**src/verilog/mod_arith_pkg.sv**
```systemverilog
// mod_arith_pkg
// Modulus constants and data widths for the fixed-prime Barrett reduction.
// P is the largest 16-bit prime, inputs are limited to values below P*P.
package mod_arith_pkg;

  localparam int DAT_BITS   = 16;              // remainder width
  localparam int WIDE_BITS  = 2*DAT_BITS;      // input width
  localparam int RECIP_BITS = 21;              // reciprocal width
  localparam int PROD_BITS  = 40;              // multiplier product width

  typedef logic [DAT_BITS-1:0]   dat_t;        // canonical remainder
  typedef logic [WIDE_BITS-1:0]  wide_t;       // raw input value
  typedef logic [RECIP_BITS-1:0] recip_t;      // reciprocal operand
  typedef logic [PROD_BITS-1:0]  prod_t;       // full product

  localparam dat_t MOD_P = 16'd65521;          // fixed prime modulus

  localparam int BAR_K = $clog2(MOD_P)/2 + 1;  // 9 for a 16-bit P

  // floor(2^4K / P), 1048816 for this P
  localparam recip_t BAR_U = recip_t'((64'd1 << (4*BAR_K)) / 64'(MOD_P));

  localparam int REM_BITS = 2*BAR_K + 2;       // residue width, 20

  typedef logic [REM_BITS-1:0] rem_t;          // truncated residue

  localparam int SHIFT_IN = 2*BAR_K - 2;       // input shift before mult0
  localparam int SHIFT_Q  = 2*BAR_K + 2;       // product shift after mult0

  // bounds used by the final correction stage
  localparam rem_t REM_P   = rem_t'(MOD_P);    // P at residue width
  localparam rem_t REM_2P  = REM_P << 1;       // error threshold

endpackage

```
**src/verilog/pipe_ctl_pkg.sv**
```systemverilog
// pipe_ctl_pkg
// Stream plumbing constants: tag width, residue FIFO size and
// multiplier pipeline depth.
package pipe_ctl_pkg;

  localparam int CTL_BITS = 8;                 // tag width

  typedef logic [CTL_BITS-1:0] ctl_t;          // tag carried by each item

  localparam int FIFO_DEPTH = 16;              // residue entries
  localparam int FIFO_AW    = $clog2(FIFO_DEPTH); // 4

  localparam int MULT_LAT = 3;                 // multiplier register stages

  // occupancy count is one bit wider than the address
  typedef logic [FIFO_AW:0] fifo_cnt_t;

endpackage

```
**src/verilog/barrett_mod_pipe.sv**
```systemverilog
// barrett_mod_pipe
// Four-stage Barrett reduction of a 32-bit input modulo the fixed prime P.
// Stage 1 feeds the quotient estimate multiply, stage 2 feeds q*P,
// stage 3 subtracts from the stored low input bits and stage 4 applies
// the final conditional subtraction. The low bits wait in a residue FIFO.
// o_err is sticky and flags an intermediate value above 2P.
`timescale 1ns/100ps

module barrett_mod_pipe
  import mod_arith_pkg::*, pipe_ctl_pkg::*;
(
  input  logic   i_clk,
  input  logic   i_rst,
  // input stream
  input  wide_t  i_dat,                // must be below P*P
  input  logic   i_val,
  input  ctl_t   i_ctl,
  output logic   o_rdy,
  // output stream
  output dat_t   o_dat,                // canonical remainder
  output ctl_t   o_ctl,
  output logic   o_val,
  input  logic   i_rdy,
  output logic   o_err,                // sticky range error
  // mult0 request, x_hi * U
  output dat_t   o_m0_a,
  output recip_t o_m0_b,
  output ctl_t   o_m0_ctl,
  output logic   o_m0_val,
  input  logic   i_m0_rdy,
  // mult0 response
  input  prod_t  i_m0_prod,
  input  ctl_t   i_m0_ctl,
  input  logic   i_m0_val,
  output logic   o_m0_rdy,
  // mult1 request, q * P
  output dat_t   o_m1_a,
  output dat_t   o_m1_b,
  output ctl_t   o_m1_ctl,
  output logic   o_m1_val,
  input  logic   i_m1_rdy,
  // mult1 response
  input  prod_t  i_m1_prod,
  input  ctl_t   i_m1_ctl,
  input  logic   i_m1_val,
  output logic   o_m1_rdy
);

  logic s1_en;                         // stage 1 may load
  logic s2_en;                         // stage 2 may load
  logic s3_en;                         // stage 3 may load
  logic s4_en;                         // stage 4 may load
  logic in_take;                       // input transfer this cycle
  logic s3_take;                       // mult1 response transfer

  logic fifo_full;
  logic fifo_empty;
  rem_t fifo_head;                     // low input bits of oldest item

  logic s3_val;                        // stage 3 output register
  ctl_t s3_ctl;
  rem_t s3_dat;                        // x - q*P, below 3P
  rem_t s4_sub;                        // s3_dat - P

  // each stage loads when empty or when its consumer takes the item
  assign s1_en = ~o_m0_val | i_m0_rdy;
  assign s2_en = ~o_m1_val | i_m1_rdy;
  assign s3_en = ~s3_val   | s4_en;
  assign s4_en = ~o_val    | i_rdy;

  // input stalls while the residue FIFO is full
  assign o_rdy   = s1_en & ~fifo_full;
  assign in_take = i_val & o_rdy;

  assign o_m0_b = BAR_U;               // constant reciprocal operand
  assign o_m1_b = MOD_P;               // constant modulus operand

  // stage 1, x >> (2K-2) towards mult0
  always_ff @(posedge i_clk) begin
    if (i_rst) begin
      o_m0_val <= 1'b0;
    end else if (s1_en) begin
      o_m0_val <= in_take;
    end
  end

  always_ff @(posedge i_clk) begin
    if (s1_en) begin
      o_m0_a   <= i_dat[SHIFT_IN +: DAT_BITS]; // upper input bits
      o_m0_ctl <= i_ctl;
    end
  end

  // stage 2, q = (x_hi * U) >> (2K+2) towards mult1
  assign o_m0_rdy = s2_en;

  always_ff @(posedge i_clk) begin
    if (i_rst) begin
      o_m1_val <= 1'b0;
    end else if (s2_en) begin
      o_m1_val <= i_m0_val;
    end
  end

  always_ff @(posedge i_clk) begin
    if (s2_en) begin
      o_m1_a   <= i_m0_prod[SHIFT_Q +: DAT_BITS]; // q fits below P
      o_m1_ctl <= i_m0_ctl;
    end
  end

  // stage 3, (x - q*P) mod 2^REM_BITS
  // response waits until its residue is at the FIFO head
  assign o_m1_rdy = s3_en & ~fifo_empty;
  assign s3_take  = i_m1_val & o_m1_rdy;

  always_ff @(posedge i_clk) begin
    if (i_rst) begin
      s3_val <= 1'b0;
    end else if (s3_en) begin
      s3_val <= s3_take;
    end
  end

  always_ff @(posedge i_clk) begin
    if (s3_en) begin
      s3_dat <= fifo_head - i_m1_prod[REM_BITS-1:0]; // wraps mod 2^20
      s3_ctl <= i_m1_ctl;
    end
  end

  // stage 4, one conditional subtraction of P
  assign s4_sub = s3_dat - REM_P;

  always_ff @(posedge i_clk) begin
    if (i_rst) begin
      o_val <= 1'b0;
      o_err <= 1'b0;
    end else if (s4_en) begin
      o_val <= s3_val;
      if (s3_val && (s3_dat > REM_2P)) begin
        o_err <= 1'b1;                // stays set until reset
      end
    end
  end

  always_ff @(posedge i_clk) begin
    if (s4_en) begin
      o_ctl <= s3_ctl;
      o_dat <= (s3_dat >= REM_P) ? s4_sub[DAT_BITS-1:0] : s3_dat[DAT_BITS-1:0];
    end
  end

  // low input bits, pushed on accept and popped with the mult1 result
  residue_fifo u_fifo (
    .i_clk   (i_clk),
    .i_rst   (i_rst),
    .i_push  (in_take),
    .i_dat   (i_dat[REM_BITS-1:0]),
    .o_full  (fifo_full),
    .i_pop   (s3_take),
    .o_dat   (fifo_head),
    .o_empty (fifo_empty)
  );

endmodule

```
**src/verilog/barrett_mod_top.sv**
```systemverilog
// barrett_mod_top
// Barrett modular reduction subsystem. The reduction pipe drives two
// dedicated pipelined multipliers, one for the quotient estimate and
// one for the quotient times P.
`timescale 1ns/100ps

module barrett_mod_top
  import mod_arith_pkg::*, pipe_ctl_pkg::*;
(
  input  logic  i_clk,
  input  logic  i_rst,
  input  wide_t i_dat,
  input  logic  i_val,
  input  ctl_t  i_ctl,
  output logic  o_rdy,
  output dat_t  o_dat,
  output ctl_t  o_ctl,
  output logic  o_val,
  input  logic  i_rdy,
  output logic  o_err
);

  // mult0 links
  dat_t   m0_a;
  recip_t m0_b;
  ctl_t   m0_ctl;
  logic   m0_val;
  logic   m0_rdy;
  prod_t  m0_prod;
  ctl_t   m0_pctl;                     // response tag
  logic   m0_pval;
  logic   m0_prdy;

  // mult1 links
  dat_t   m1_a;
  dat_t   m1_b;
  ctl_t   m1_ctl;
  logic   m1_val;
  logic   m1_rdy;
  prod_t  m1_prod;
  ctl_t   m1_pctl;
  logic   m1_pval;
  logic   m1_prdy;

  barrett_mod_pipe u_pipe (
    .i_clk     (i_clk),   .i_rst    (i_rst),
    .i_dat     (i_dat),   .i_val    (i_val),   .i_ctl    (i_ctl),  .o_rdy  (o_rdy),
    .o_dat     (o_dat),   .o_ctl    (o_ctl),   .o_val    (o_val),  .i_rdy  (i_rdy),
    .o_err     (o_err),
    .o_m0_a    (m0_a),    .o_m0_b   (m0_b),    .o_m0_ctl (m0_ctl),
    .o_m0_val  (m0_val),  .i_m0_rdy (m0_rdy),
    .i_m0_prod (m0_prod), .i_m0_ctl (m0_pctl), .i_m0_val (m0_pval),
    .o_m0_rdy  (m0_prdy),
    .o_m1_a    (m1_a),    .o_m1_b   (m1_b),    .o_m1_ctl (m1_ctl),
    .o_m1_val  (m1_val),  .i_m1_rdy (m1_rdy),
    .i_m1_prod (m1_prod), .i_m1_ctl (m1_pctl), .i_m1_val (m1_pval),
    .o_m1_rdy  (m1_prdy)
  );

  // quotient estimate, x_hi * U
  int_mult_pipe #(.A_BITS(DAT_BITS), .B_BITS(RECIP_BITS)) u_mult_quot (
    .i_clk  (i_clk),   .i_rst (i_rst),
    .i_a    (m0_a),    .i_b   (m0_b),    .i_ctl (m0_ctl),  .i_val (m0_val),
    .o_rdy  (m0_rdy),
    .o_prod (m0_prod), .o_ctl (m0_pctl), .o_val (m0_pval), .i_rdy (m0_prdy)
  );

  // quotient times modulus, q * P
  int_mult_pipe #(.A_BITS(DAT_BITS), .B_BITS(DAT_BITS)) u_mult_prod (
    .i_clk  (i_clk),   .i_rst (i_rst),
    .i_a    (m1_a),    .i_b   (m1_b),    .i_ctl (m1_ctl),  .i_val (m1_val),
    .o_rdy  (m1_rdy),
    .o_prod (m1_prod), .o_ctl (m1_pctl), .o_val (m1_pval), .i_rdy (m1_prdy)
  );

endmodule

```
**src/verilog/int_mult_pipe.sv**
```systemverilog
// int_mult_pipe
// Pipelined unsigned integer multiplier with valid/ready flow control.
// The product is formed at the accept edge and shifted through MULT_LAT
// registers; the tag and valid travel alongside. A single enable from
// downstream ready freezes every stage under back-pressure.
`timescale 1ns/100ps

module int_mult_pipe
  import mod_arith_pkg::*, pipe_ctl_pkg::*;
#(
  parameter int A_BITS = 16,
  parameter int B_BITS = 16
)(
  input  logic              i_clk,
  input  logic              i_rst,
  input  logic [A_BITS-1:0] i_a,       // operand a
  input  logic [B_BITS-1:0] i_b,       // operand b
  input  ctl_t              i_ctl,     // request tag
  input  logic              i_val,
  output logic              o_rdy,
  output prod_t             o_prod,    // a*b, zero extended
  output ctl_t              o_ctl,     // tag matching o_prod
  output logic              o_val,
  input  logic              i_rdy
);

  logic [MULT_LAT-1:0] val_q;          // valid per stage
  prod_t               prod_q [MULT_LAT]; // product per stage
  ctl_t                ctl_q  [MULT_LAT]; // tag per stage
  logic                en;             // shared stage enable

  // move when the last stage is empty or being drained
  assign en    = ~val_q[MULT_LAT-1] | i_rdy;
  assign o_rdy = en;

  // valid chain cleared on reset
  always_ff @(posedge i_clk) begin
    if (i_rst) begin
      val_q <= '0;
    end else if (en) begin
      val_q <= {val_q[MULT_LAT-2:0], i_val}; // shift in new valid
    end
  end

  // payload chain
  always_ff @(posedge i_clk) begin
    if (en) begin
      prod_q[0] <= prod_t'(i_a) * prod_t'(i_b); // multiply at accept
      ctl_q[0]  <= i_ctl;
      for (int i = 1; i < MULT_LAT; i++) begin
        prod_q[i] <= prod_q[i-1];     // carry product forward
        ctl_q[i]  <= ctl_q[i-1];      // tag follows product
      end
    end
  end

  assign o_prod = prod_q[MULT_LAT-1]; // last stage drives response
  assign o_ctl  = ctl_q[MULT_LAT-1];
  assign o_val  = val_q[MULT_LAT-1];

endmodule

```
**src/verilog/residue_fifo.sv**
```systemverilog
// residue_fifo
// Synchronous circular-buffer FIFO for the low input bits. Each entry
// waits here until its mult1 product reaches the subtract stage.
// Push and pop may happen in the same cycle; the head is read
// combinationally from the read pointer.
`timescale 1ns/100ps

module residue_fifo
  import mod_arith_pkg::*, pipe_ctl_pkg::*;
(
  input  logic i_clk,
  input  logic i_rst,
  input  logic i_push,                 // write enable
  input  rem_t i_dat,                  // residue to store
  output logic o_full,
  input  logic i_pop,                  // read enable
  output rem_t o_dat,                  // head of queue
  output logic o_empty
);

  rem_t               mem [FIFO_DEPTH]; // entry storage
  logic [FIFO_AW-1:0] wr_ptr;          // next slot to write
  logic [FIFO_AW-1:0] rd_ptr;          // current head slot
  fifo_cnt_t          count;           // entries held
  logic               wr_en;
  logic               rd_en;

  assign o_full  = (count == fifo_cnt_t'(FIFO_DEPTH));
  assign o_empty = (count == '0);

  // drop requests that would overflow or underflow
  assign wr_en = i_push & ~o_full;
  assign rd_en = i_pop  & ~o_empty;

  always_ff @(posedge i_clk) begin
    if (wr_en) begin
      mem[wr_ptr] <= i_dat;           // write at the edge
    end
  end

  // pointers and count cleared on reset
  always_ff @(posedge i_clk) begin
    if (i_rst) begin
      wr_ptr <= '0;
      rd_ptr <= '0;
      count  <= '0;
    end else begin
      if (wr_en) begin
        wr_ptr <= wr_ptr + 1'b1;      // wraps at depth
      end
      if (rd_en) begin
        rd_ptr <= rd_ptr + 1'b1;
      end
      case ({wr_en, rd_en})
        2'b10:   count <= count + 1'b1; // push only
        2'b01:   count <= count - 1'b1; // pop only
        default: count <= count;        // both or none
      endcase
    end
  end

  assign o_dat = mem[rd_ptr];         // head visible after first push

endmodule
```
**config.mk**
```make
export PLATFORM = sky130hd
export DESIGN_NAME = barrett_mod_top
export DESIGN_NICKNAME = d
export VERILOG_FILES = /design/src/verilog/mod_arith_pkg.sv /design/src/verilog/pipe_ctl_pkg.sv /design/src/verilog/barrett_mod_pipe.sv /design/src/verilog/barrett_mod_top.sv /design/src/verilog/int_mult_pipe.sv /design/src/verilog/residue_fifo.sv
export SDC_FILE = /design/constraint.sdc
export NUM_CORES = 1
export LEC_CHECK = 0
export BUFFER_PORTS_ARGS = -buffer_cell sky130_fd_sc_hd__buf_2
export CAP_MARGIN = 25
export CORE_MARGIN = 2
export CORE_UTILIZATION = 30
export CTS_CLUSTER_DIAMETER = 30
export DETAILED_ROUTE_END_ITERATION = 8
export SLEW_MARGIN = 20
export SYNTH_ARGS = -nofsm -noshare
export SYNTH_HDL_FRONTEND = slang
export SYNTH_SLANG_ARGS = --single-unit
```
**constraint.sdc**
```tcl
create_clock -name i_clk -period 7.5 [get_ports i_clk]
set_clock_uncertainty 0.15 [all_clocks]
set_input_delay 0.375 -clock i_clk [delete_from_list [all_inputs] [get_ports i_clk]]
set_output_delay 0.375 -clock i_clk [all_outputs]
set_load 0.02 [all_outputs]
```
# [After elaboration in Yosys (flattened, before gate mapping)]
# Memories as Yosys holds them, arrays and structs flattened. A register that Yosys moved wholly into a read port is not among the register bits.
# Index checks and enable logic that the tools add are counted.
[op_classes] add_sub_neg=6 muxes=10 n_bitwise=20 n_reduce_logical=4 n_lt_le_gt_ge=2 n_eq_ne=3 multipliers=2
[ops] cell="$mul A16 B17 Y33 const B" n=1
[ops] cell="$mul A16 B16 Y32 const B" n=1
[ops] cell="$ge A20 B16 Y1 const B" n=1
[ops] cell="$gt A20 B17 Y1 const B" n=1
[ops] cell="$sub A20 B20 Y20" n=1
[ops] cell="$mux W16" n=1
[ops] cell="$sub A16 B16 Y16 const B" n=1
[ops] cell="$pmux W5 S2" n=1
[ops] cell="$add A4 B1 Y4 const B" n=2
[ops] cell="$mux W4" n=2
[ops] cell="$not A1 Y1" n=8
[ops] cell="$and A1 B1 Y1" n=6
[ops] cell="$mux W1" n=6
[ops] cell="$or A1 B1 Y1" n=6
[ops] cell="$add A5 B1 Y5 const B" n=1
[ops] cell="$eq A5 B5 Y1 const B" n=1
[ops] cell="$logic_not A5 Y1" n=1
[ops] cell="$sub A5 B1 Y5 const B" n=1
[ops] cell="$eq A2 B1 Y1 const B" n=1
[ops] cell="$eq A2 B2 Y1 const B" n=1
[ops] cell="$reduce_and A2 Y1" n=1
[ops] cell="$reduce_bool A2 Y1" n=1
[ops] cell="$logic_and A1 B1 Y1" n=1
[totals] mem_count=5 in_bits=44 ramBits=608 elab_cells=67 out_inout_bits=27 register_bits=92
[mem_list] name="u_pipe.u_fifo.mem" depth=16 word_bits=20 read_ports=1 rd_clocked_by_memory_dff=1 wr=1 line="residue_fifo.sv:21" source="rem_t mem [FIFO_DEPTH];"
[mem_list] name="u_mult_prod.prod_q" depth=3 word_bits=40 read_ports=3 rd_clocked_by_memory_dff=0 wr=3 line="int_mult_pipe.sv:28" source="prod_t prod_q [MULT_LAT];"
[mem_list] name="u_mult_quot.prod_q" depth=3 word_bits=40 read_ports=3 rd_clocked_by_memory_dff=1 wr=3 line="int_mult_pipe.sv:28"
[mem_list] name="u_mult_prod.ctl_q" depth=3 word_bits=8 read_ports=3 rd_clocked_by_memory_dff=1 wr=3 line="int_mult_pipe.sv:29" source="ctl_t ctl_q [MULT_LAT];"
[mem_list] name="u_mult_quot.ctl_q" depth=3 word_bits=8 read_ports=3 rd_clocked_by_memory_dff=1 wr=3 line="int_mult_pipe.sv:29"

# [Longest topological paths before layout]
# Gate-level depths: netlist of run 1.
[logic_depth] word_depth=13 depth_mapped=19 depth_no_buf=19

# [Hierarchy]
# From an unflattened synthesis of run 1, not the netlist that was laid out.
[unflattened] cells_unflattened=3697 area_unflattened_um2=46304.4
[by_module_without_submodules] module="int_mult_pipe at u_mult_quot" seq_area_each_um2=4113.9 cells_each=1506 area_each_um2=15662.5 instances=1
[by_module_without_submodules] module="residue_fifo" seq_area_each_um2=9949.5 cells_each=622 area_each_um2=13030.0 instances=1
[by_module_without_submodules] module="int_mult_pipe at u_mult_prod" seq_area_each_um2=3663.5 cells_each=1172 area_each_um2=12609.6 instances=1
[by_module_without_submodules] module="barrett_mod_pipe" seq_area_each_um2=3103.0 cells_each=397 area_each_um2=5002.3 instances=1

# [Worst setup path after synthesis of run 1]
# Ideal clock, no wire load.
[synth_timing] path_type="register to register" start="reg u_pipe.o_m1_a[5] (read register of u_mult_quot.prod_q)" end="mem u_mult_prod.prod_q[0][19] (netlist bit), data pin" period_less_slack_ns=5.479 arrival_ns=5.065 path_stages_with_launch=17 required_time_ns=7.086 setup_time_ns=0.264 slack_ns=2.021 n_path_buf=0 path_cell_list="edfxtp_1 fa_1 fa_1 inv_1 fa_1 inv_1 fa_1 fa_1 inv_1 fa_1 inv_1 ha_1 and2_1 a311oi_1 nor3b_1 a211oi_1 xnor2_1"
[synth_rtl] item="start: declaration" line="barrett_mod_pipe.sv:37" source="output dat_t o_m1_a,"
[synth_rtl] item="end: declaration" line="int_mult_pipe.sv:28"

==> flow_metrics.tcl, run 1 <==
set metrics [dict create \
    grt_pass1_wl_mm 85.3 \
    slew_violations 0 \
    met1_length_mm 23.3 \
    clk_transition_reported_paths_ns 0.05 \
    arrival_ns 6.12 \
    synth_top_area_cell "edfxtp_1" \
    worstHoldPathType "input port to flop" \
    io_pins 71 \
    antenna_found_initial 2 \
    fin_crit_sh_pct 78.6 \
    clock_latency_ns 0.67 \
    hpwl_mm 34.6 \
    tightestPinTransition_ns 0.961 \
    numCtsBuffers 110 \
    ys_ff_latch 604 \
    grt-ovfl-total 0 \
    start_util_pct 30.2 \
    drc 0 \
    final_cell_mix "edfxtp_1 (576), inv_1 (225), ha_1 (183)" \
    firstDrtPassIters 5 \
    fin_cells 3110 \
    dpl_worst_slack_ns 1.63 \
    layout_setup_ws_ns 1.61 \
    relSlewSlack_pct 35.9 \
    critPathMaxFanout 5 \
    outcome "finished, final reports clean" \
    maxCapViolCount 0 \
    rrSetupSlack_ns 1.61 \
    clockBufferDepth 3 \
    postRouteAntennaNets 0 \
    die-height_um 308 \
    layout.nets 2149 \
    cts_root_buf "clkbuf_16" \
    highest_layer "met4" \
    hold_violations 0 \
    layout-drive-gt1-share_pct 20.8 \
    cp-end-kind "flop" \
    die_w_um 308 \
    syn_inst 1621 \
    fin_crit_ns 5.89 \
    cp-start-kind "flop" \
    placedCellCount 2860 \
    fin_setup_tns_ns 0 \
    final_common_cell "edfxtp_1" \
    post_drt_wl_per_cell_um 17.5 \
    grt_pass1_vias 15000 \
    ys_top_cells_by_area "edfxtp_1 (63%), ha_1 (8.3%), mux4_2 (8.1%)" \
    grt_setup_unrepaired "no" \
    gp_congestion 0.851 \
    fin_area_mm2 0.0339 \
    synth_top_area_share_pct 62.6 \
    timing.fmax_ghz 0.170 \
    synth_cell_type_count 50 \
    routed_wl_mm 54.3 \
    vias 13800 \
    core_area_mm2 0.0915 \
    synth_area_mm2 0.0276 \
    drt_iter0_drc 837 \
    clock-sinks 604 \
    fp-row-count 111 \
    cts_tree "done" \
    htree_levels 3 \
    placed_area_mm2 0.0295 \
    port_buffers 70 \
    seq_area_frac_synth_pct 64.6 \
    dr_wl_met2_mm 27.1 \
    diodes 0 \
    grt_max_degree 77 \
    async_flop_share_pct 0 \
    viasPerCell 4.44 \
    synth_edf_count 576 \
    die_area_mm2 0.0946 \
    syn-num-nets 1942 \
    setup_viol 0 \
    ys_warn_count 0 \
    synth_flop_cell "edfxtp_1" \
    avgSynthCellArea_um2 17.1 \
    wl_met3_mm 2.55 \
    critical_path_required_ns 7.73 \
    grt_use_total_pct 11.8 \
    area_growth_pct 22.5 \
    critPathKind "flop to flop" \
]
==> kinds of logic after synthesis <==
group	Yosys count	synth area share, %
DFF	604	64.6
muxes	103	8.26
buffers and inverters	256	3.50
and+or+nand+nor	171	3.03
xor gates and xnor gates	83	2.63
adders and majority gates	277	15.1
AOI/OAI and AO/OA	127	2.87
==> through the flow <==
| step | utilization (%) | hold slack (ns) |
|---|---|---|
| floorplan | - | 0.250 |
| global placement | 32.2 | 0.251 |
| detailed placement | 32.2 | 0.255 |
| CTS | 37.0 | 0.0652 |
| global route | 37.0 | 0.113 |
| finish | 37.0 | 0.104 |
==> repair_timing <==
| action | 4_1_cts | 5_1_grt |
|---|---|---|
| hold endpoints to repair | 365 | 0 |
| buffers inserted | 0 | 0 |
| resized for setup | 0 | 0 |
| hold buffers | 41 | 0 |
==> worst paths after layout <==
kind / start / to / depth (start not counted)
worst max-delay path: u_pipe.o_m1_a[5] / u_mult_prod.prod_q[0][19] / 16
worst min-delay path: i_val / u_pipe.u_fifo.wr_ptr[1] / 4
worst min register to register: u_mult_prod.prod_q[0][43] / u_mult_prod.prod_q[0][83] / 0
worst max register to register: u_pipe.o_m1_a[5] / u_mult_prod.prod_q[0][19] / 16
==> flip-flops by register name (all words and copies together) (netlist names), 3 cells and up, named ones only <==
signal / cells
u_pipe.u_fifo.wr_ptr: 4
u_pipe.s3_ctl: 8
u_pipe.s3_dat: 20
u_pipe.u_fifo.count: 5
u_mult_quot.prod_q: 48
u_pipe.u_fifo.mem: 320
u_pipe.o_m0_ctl: 8
u_pipe.u_fifo.rd_ptr: 4
u_pipe.o_ctl: 8
u_pipe.o_m0_a: 16
u_pipe.o_m1_a: 16
u_mult_prod.prod_q: 60
u_mult_prod.ctl_q: 24
u_mult_prod.val_q: 3
u_pipe.o_m1_ctl: 8
u_pipe.o_dat: 16
u_mult_quot.ctl_q: 24
u_mult_quot.val_q: 3
==> critical path, stage by stage (launching register included) <==
cell and delay, ns:
edfxtp_1 0.50, fa_1 0.60, fa_1 0.55, inv_1 0.06, fa_1 0.47, inv_1 0.05, fa_1 0.51, fa_1 0.54
inv_1 0.05, fa_1 0.54, inv_1 0.05, ha_1 0.35, and2_1 0.20, a311oi_1 0.44, nor3b_1 0.13, a211oi_1 0.29
xnor2_1 0.12
==> cell usage after synthesis, drive strengths merged (2+ instances only) <==
library cell / number
ha: 183
and3: 2
fa: 94
buf: 10
and2: 21
o211ai: 2
or4: 2
or3: 5
inv: 228
a21o: 14
nor3: 14
nor2: 47
o21bai: 4
nand2: 36
nor2b: 3
a211oi: 4
a311oi: 2
dfxtp: 28
nand3b: 2
a21oi: 50
xor2: 24
mux2i: 3
nand3: 13
nor3b: 2
o21a: 10
o31a: 5
nand4: 12
xnor2: 59
a31oi: 2
edfxtp: 576
o21ai: 22
mux4: 100
nand2b: 9
o31ai: 3
clkbuf: 18
==> layer usage <==
layer / GRT usage, % / vias to the layer above
li1: - / 6445
met1: 14.8 / 6979
met2: 20.1 / 282
met3: 2.57 / 88
met4: 4.32 / 0
met5: 0 / -
==> final cells by class <==
type / count / area [µm²]
clock buffers: 119 / 2850
clock inverters: 89 / 1090
fillers: 8386 / 57700
inverters: 228 / 857
multi-input cells: 761 / 8840
flip-flops and latches: 604 / 17900
well taps: 1186 / 1480
repair buffers: 123 / 871
Power of run 1 is left out: the tool's default activity adds up to more than one toggle a clock period on the data nets, which glitch-free logic cannot reach.
==> inputs of run 2 (changes only) <==
--- a/config.mk
+++ b/config.mk
@@ -5,6 +5,7 @@
 export SDC_FILE = /design/constraint.sdc
 export NUM_CORES = 1
 export LEC_CHECK = 0
+export ABC_AREA = 1
 export BUFFER_PORTS_ARGS = -buffer_cell sky130_fd_sc_hd__buf_2
 export CAP_MARGIN = 25
 export CORE_MARGIN = 2
==> constraint.sdc (replaced) <==
create_clock -name i_clk -period 5.99 [get_ports i_clk]
set_clock_uncertainty 0.15 [all_clocks]
set_input_delay 0.2995 -clock i_clk [delete_from_list [all_inputs] [get_ports i_clk]]
set_output_delay 0.2995 -clock i_clk [all_outputs]
set_load 0.02 [all_outputs]
==> run 2 against run 1 <==
Core utilization increased by 0.37 points. Design area is 8.6% higher. Setup slack lost 1.1 ns. Wire length rose by 19%. Synthesized cell count rose by 49%. First-iteration DRC count is 23% higher. Flip-flop and latch count stayed put. Critical path type unchanged.
==> flow_metrics.tcl, run 2 <==
set metrics [dict create \
    tightestPinTransition_ns 0.957 \
    drt_iter0_drc 1030 \
    syn_inst 2423 \
    ys_top_cells_by_area "edfxtp_1 (58%), ha_1 (7.7%), fa_1 (6.3%)" \
    die_area_mm2 0.102 \
    critical_path_required_ns 6.29 \
    cp-end-kind "flop" \
    synth_top_area_share_pct 58.1 \
    gp_congestion 0.883 \
    synthMuxAreaShare_pct 2.59 \
    drc 0 \
    clock_latency_ns 0.72 \
    layout.nets 2964 \
    numCtsBuffers 131 \
    cts_tree "done" \
    hpwl_mm 42.1 \
    arrival_ns 5.81 \
    synth_area_mm2 0.0298 \
    synth_cell_type_count 45 \
    async_flop_share_pct 0 \
    hold_violations 0 \
    wl_met3_mm 3.39 \
    critPathMaxFanout 5 \
    layout_setup_ws_ns 0.485 \
    fin_area_mm2 0.0368 \
    timing.fmax_ghz 0.182 \
    synthAdderAreaFrac_pct 14.0 \
    firstDrtPassIters 7 \
    dr_wl_met2_mm 30.2 \
    synthSimpleGateAreaFrac_pct 7.53 \
    htree_levels 4 \
    cp-start-kind "flop" \
    ys_ff_latch 604 \
    post-synth-top-count-cell "edfxtp_1" \
    seq_area_frac_synth_pct 60.0 \
    viasPerCell 4.47 \
    synth_compound_area_share_pct 7.82 \
    synthXorXnorAreaFrac_pct 1.65 \
    fin_crit_ns 5.50 \
    core_area_mm2 0.0984 \
    postRouteAntennaNets 0 \
    met1_length_mm 28.2 \
    vias 18100 \
    final_cell_mix "edfxtp_1 (576), inv_1 (428), nand2_1 (258)" \
    fin_crit_sh_pct 91.9 \
    highest_layer "met5" \
    slew_violations 0 \
    synth_top_family_by_area "adder cells" \
    clockBufferDepth 3 \
    hold_ws_ns 0.157 \
    grt_pass1_wl_mm 101 \
    top_register "u_pipe.u_fifo.mem" \
    grt_use_total_pct 12.8 \
    post_drt_wl_per_cell_um 16.0 \
    avgSynthCellArea_um2 12.3 \
    area_growth_pct 23.5 \
    grt_setup_unrepaired "no" \
    die-height_um 319 \
    placed_area_mm2 0.0317 \
    relSlewSlack_pct 36.2 \
    routed_wl_mm 64.6 \
    grt_max_degree 90 \
    ys_warn_count 0 \
    fin_setup_tns_ns 0 \
    critPathKind "flop to flop" \
    syn-num-nets 2744 \
    outcome "finished, final reports clean" \
    cts_root_buf "clkbuf_16" \
    clock-sinks 604 \
    dpl_worst_slack_ns 0.484 \
    die_w_um 319 \
    port_buffers 70 \
    maxCapViolCount 0 \
    start_util_pct 30.2 \
    ys_top_cells_by_count "edfxtp_1 (576), inv_1 (429), nand2_1 (259)" \
    synth_edf_count 576 \
    layout-drive-gt1-share_pct 12.7 \
    grt-ovfl-total 0 \
    setup_viol 0 \
    reg_top3 "u_pipe.u_fifo.mem (320), u_mult_prod.prod_q (60), u_mult_quot.prod_q (48)" \
    fp-row-count 115 \
    final_common_cell "edfxtp_1" \
    grt_pass1_vias 18400 \
    antenna_found_initial 2 \
    synth_top_area_cell "edfxtp_1" \
    synth_flop_cell "edfxtp_1" \
    largest_reg_flops 320 \
    io_pins 71 \
    worstHoldPathType "input port to flop" \
    clk_transition_reported_paths_ns 0.04 \
]
-- run 2: cell count changes in the layout (fill, tap and decap cells not counted), moves of 80 or more --
| cell | delta |
|---|---|
| mux4_2 | -100 |
| a21oi_1 | +96 |
| inv_1 | +203 |
| o211ai_1 | +80 |
| o21ai_0 | +126 |
| nand2_1 | +223 |
-- run 2: cells by family (layout without fill, tap and decap cells) --
group | count (synthesis) | after routing
compound gates | 405 | 405
xor+xnor | 56 | 56
fa+ha+maj | 277 | 277
buf+inv | 489 | 815
flops | 604 | 604
mux | 77 | 77
other cells | 0 | 1
simple gates | 515 | 515
-- run 2: what timing repair did --
item                      4_1_cts  5_1_grt
hold buffers                   45        0
buffers inserted                0        0
hold endpoints to repair      357        0
gates resized for setup         0        0
-- run 2: layer usage --
metal / up-vias / track usage, %
li1: 8856 / -
met1: 8650 / 15.8
met2: 419 / 21.0
met3: 134 / 2.98
met4: 4 / 6.76
met5: - / 0
-- run 2: path summary, 6_finish.rpt --
path	startpoint	to	slack [ns]	cells past startpoint
setup / recovery	u_pipe.o_m1_a[1]	u_mult_prod.prod_q[0][19]	0.49	17
setup reg to reg	u_pipe.o_m1_a[1]	u_mult_prod.prod_q[0][19]	0.49	17
hold / removal	i_ctl[6]	u_pipe.o_m0_ctl[6]	0.16	2
hold reg to reg	u_mult_quot.prod_q[1][28]	u_mult_quot.prod_q[2][28]	0.23	0
-- run 2: cell type report --
cell class,count,area (µm²)
multi-input cells,1330,10100
clock buffers,147,3380
flip-flops and latches,604,17900
well taps,1287,1610
diodes,1,2.50
inverters,429,1610
fillers,9494,61600
clock inverters,92,1140
repair buffers,147,1100
-- run 2: worst max-delay path, cell delays in order, from the launching register on --
cell and delay (ns):
edfxtp_1 0.47, fa_1 0.65, inv_1 0.09, fa_1 0.54, fa_1 0.54, fa_1 0.52, fa_1 0.52, fa_1 0.55
inv_1 0.04, ha_1 0.35, a21oi_1 0.21, nor2_1 0.06, a211oi_1 0.16, o21ai_0 0.11, nor2_1 0.15, inv_1 0.06
nand2_1 0.06, nand2_1 0.04
-- run 2: stage by stage --
stage | std cells | util (%)
2_1_floorplan | 2423 | -
3_3_place_gp | 3749 | 32.2
3_5_place_dp | 3750 | 32.3
4_1_cts | 4034 | 37.3
5_1_grt | 4036 | 37.4
6_report | 4037 | 37.4
Power of run 2 is left out for the same reason.
==> inputs of run 3 (changes only) <==
--- a/config.mk
+++ b/config.mk
@@ -5,7 +5,6 @@
 export SDC_FILE = /design/constraint.sdc
 export NUM_CORES = 1
 export LEC_CHECK = 0
-export ABC_AREA = 1
 export BUFFER_PORTS_ARGS = -buffer_cell sky130_fd_sc_hd__buf_2
 export CAP_MARGIN = 25
 export CORE_MARGIN = 2
==> run 3 against run 2 <==
Clock-buffer cell count fell by 12. Hold slack improved by 0.047 ns. First-iteration DRC count fell by 6.4%. Critical path type unchanged.
==> flow_metrics.tcl, run 3 (synthesis gave the netlist of run 1 again) <==
set metrics [dict create \
    fin_area_mm2 0.0340 \
    arrival_ns 5.86 \
    outcome "finished, final reports clean" \
    layout-drive-gt1-share_pct 20.5 \
    tightestPinTransition_ns 0.950 \
    vias 13800 \
    relSlewSlack_pct 36.7 \
    hold_violations 0 \
    start_util_pct 30.2 \
    placedCellCount 2862 \
    num-fill-cells 8369 \
    crit_slowest_cell "fa_1" \
    grt_pass1_wl_mm 84.2 \
    critPathMaxFanout 5 \
    fin_cells 3117 \
    postRouteAntennaNets 0 \
    critical_path_buf_inv_count 4 \
    final_common_cell "edfxtp_1" \
    routed_wl_mm 54.0 \
    grt_setup_unrepaired "no" \
    cp-end-kind "flop" \
    clock-sinks 604 \
    slew_violations 0 \
    cpPeakStageDelay_ns 0.59 \
    die_area_mm2 0.0946 \
    htree_levels 3 \
    placed_area_mm2 0.0295 \
    core_area_mm2 0.0915 \
    numCtsBuffers 112 \
    grt_use_total_pct 11.7 \
    die-height_um 308 \
    hpwl_mm 34.3 \
    top_register "u_pipe.u_fifo.mem" \
    viasPerCell 4.42 \
    die_w_um 308 \
    post_drt_wl_per_cell_um 17.3 \
    grt-ovfl-total 0 \
    port_buffers 70 \
    cp-start-kind "flop" \
    diodes 0 \
    path_cells "fa_1 -> fa_1 -> inv_1 -> fa_1 -> inv_1 -> fa_1 -> fa_1 -> inv_1 -> fa_1 -> inv_1 -> ha_1 -> nand3_1 -> nand2_1 -> a311oi_2 -> nor3b_1 -> a211oi_1 -> xnor2_1" \
    fin_setup_tns_ns 0 \
    setup_viol 0 \
    multi_input_comb_area_mm2 0.00885 \
    drc 0 \
    cts_tree "done" \
    layout.nets 2154 \
    antenna_found_initial 2 \
    post-route-util_pct 37.1 \
    seqCellArea_mm2 0.0179 \
    fin_crit_ns 5.67 \
    grt_max_degree 77 \
    drt_iter0_drc 964 \
    fp-row-count 111 \
    maxCapViolCount 0 \
    area_growth_pct 22.8 \
    cts_root_buf "clkbuf_16" \
    io_pins 71 \
    worstHoldPathType "input port to flop" \
    reg_top3 "u_pipe.u_fifo.mem (320), u_mult_prod.prod_q (60), u_mult_quot.prod_q (48)" \
    grt_pass1_vias 14700 \
    gp_congestion 0.843 \
    critical_path_required_ns 6.19 \
    critPathKind "flop to flop" \
    fin_crit_sh_pct 94.6 \
    cp_common_cell "fa_1" \
    final_cell_mix "edfxtp_1 (576), inv_1 (225), ha_1 (183)" \
    largest_reg_flops 320 \
    clock_latency_ns 0.67 \
    firstDrtPassIters 5 \
    clk_transition_reported_paths_ns 0.05 \
    critical_path.top_delay_family "adder cells" \
    timing.fmax_ghz 0.176 \
    cts_setup_buffers 0 \
    clockBufferDepth 3 \
]
[run 3: worst reg2reg max path, stage by stage, from the launching register on]
cell and delay, ns:
edfxtp_1 0.50, fa_1 0.59, fa_1 0.54, inv_1 0.05, fa_1 0.47, inv_1 0.06
fa_1 0.50, fa_1 0.55, inv_1 0.06, fa_1 0.52, inv_1 0.04, ha_1 0.35
nand3_1 0.11, nand2_1 0.07, a311oi_2 0.30, nor3b_1 0.09, a211oi_1 0.29, xnor2_1 0.13
[run 3: metrics by stage]
step	hold slack, ns	setup slack (ns)
4_1_cts	0.148	0.248
2_1_floorplan	0.248	0.511
3_3_place_gp	0.251	0.380
3_5_place_dp	0.255	0.306
6_report	0.204	0.323
5_1_grt	0.169	0.0828
[run 3: final timing paths]
| path | start | slack, ns | to | cells past startpoint |
|---|---|---|---|---|
| worst min register to register | u_mult_prod.prod_q[0][43] | 0.21 | u_mult_prod.prod_q[0][83] | 0 |
| worst max register to register | u_pipe.o_m1_a[5] | 0.32 | u_mult_prod.prod_q[0][19] | 17 |
| worst min-delay path | i_dat[21] | 0.20 | u_pipe.o_m0_a[5] | 2 |
| worst max-delay path | u_pipe.o_m1_a[5] | 0.32 | u_mult_prod.prod_q[0][19] | 17 |
[run 3: area by class of cell]
cell class / instances / area share [%]
Inverter: 228 / 2.52
Sequential cell: 604 / 52.6
Multi-Input combinational cell: 761 / 26.1
Clock inverter: 77 / 2.91
Timing Repair Buffer: 126 / 2.68
Clock buffer: 135 / 8.85
Tap cell: 1186 / 4.37
[run 3: metal layers]
layer / global-route usage, % / share of wire [%]
met1: 15.3 / 44
met2: 19.2 / 49
met5: 0 / 0
met4: 4.23 / 2.4
met3: 2.53 / 4.7
[run 3: timing repair]
item                                    4_1_cts  5_1_grt
endpoints found under the setup margin        0        1
resized for setup                             0        1
endpoints found under the hold margin       372        0
hold buffers                                 42        0
Power of run 3 is left out for the same reason.
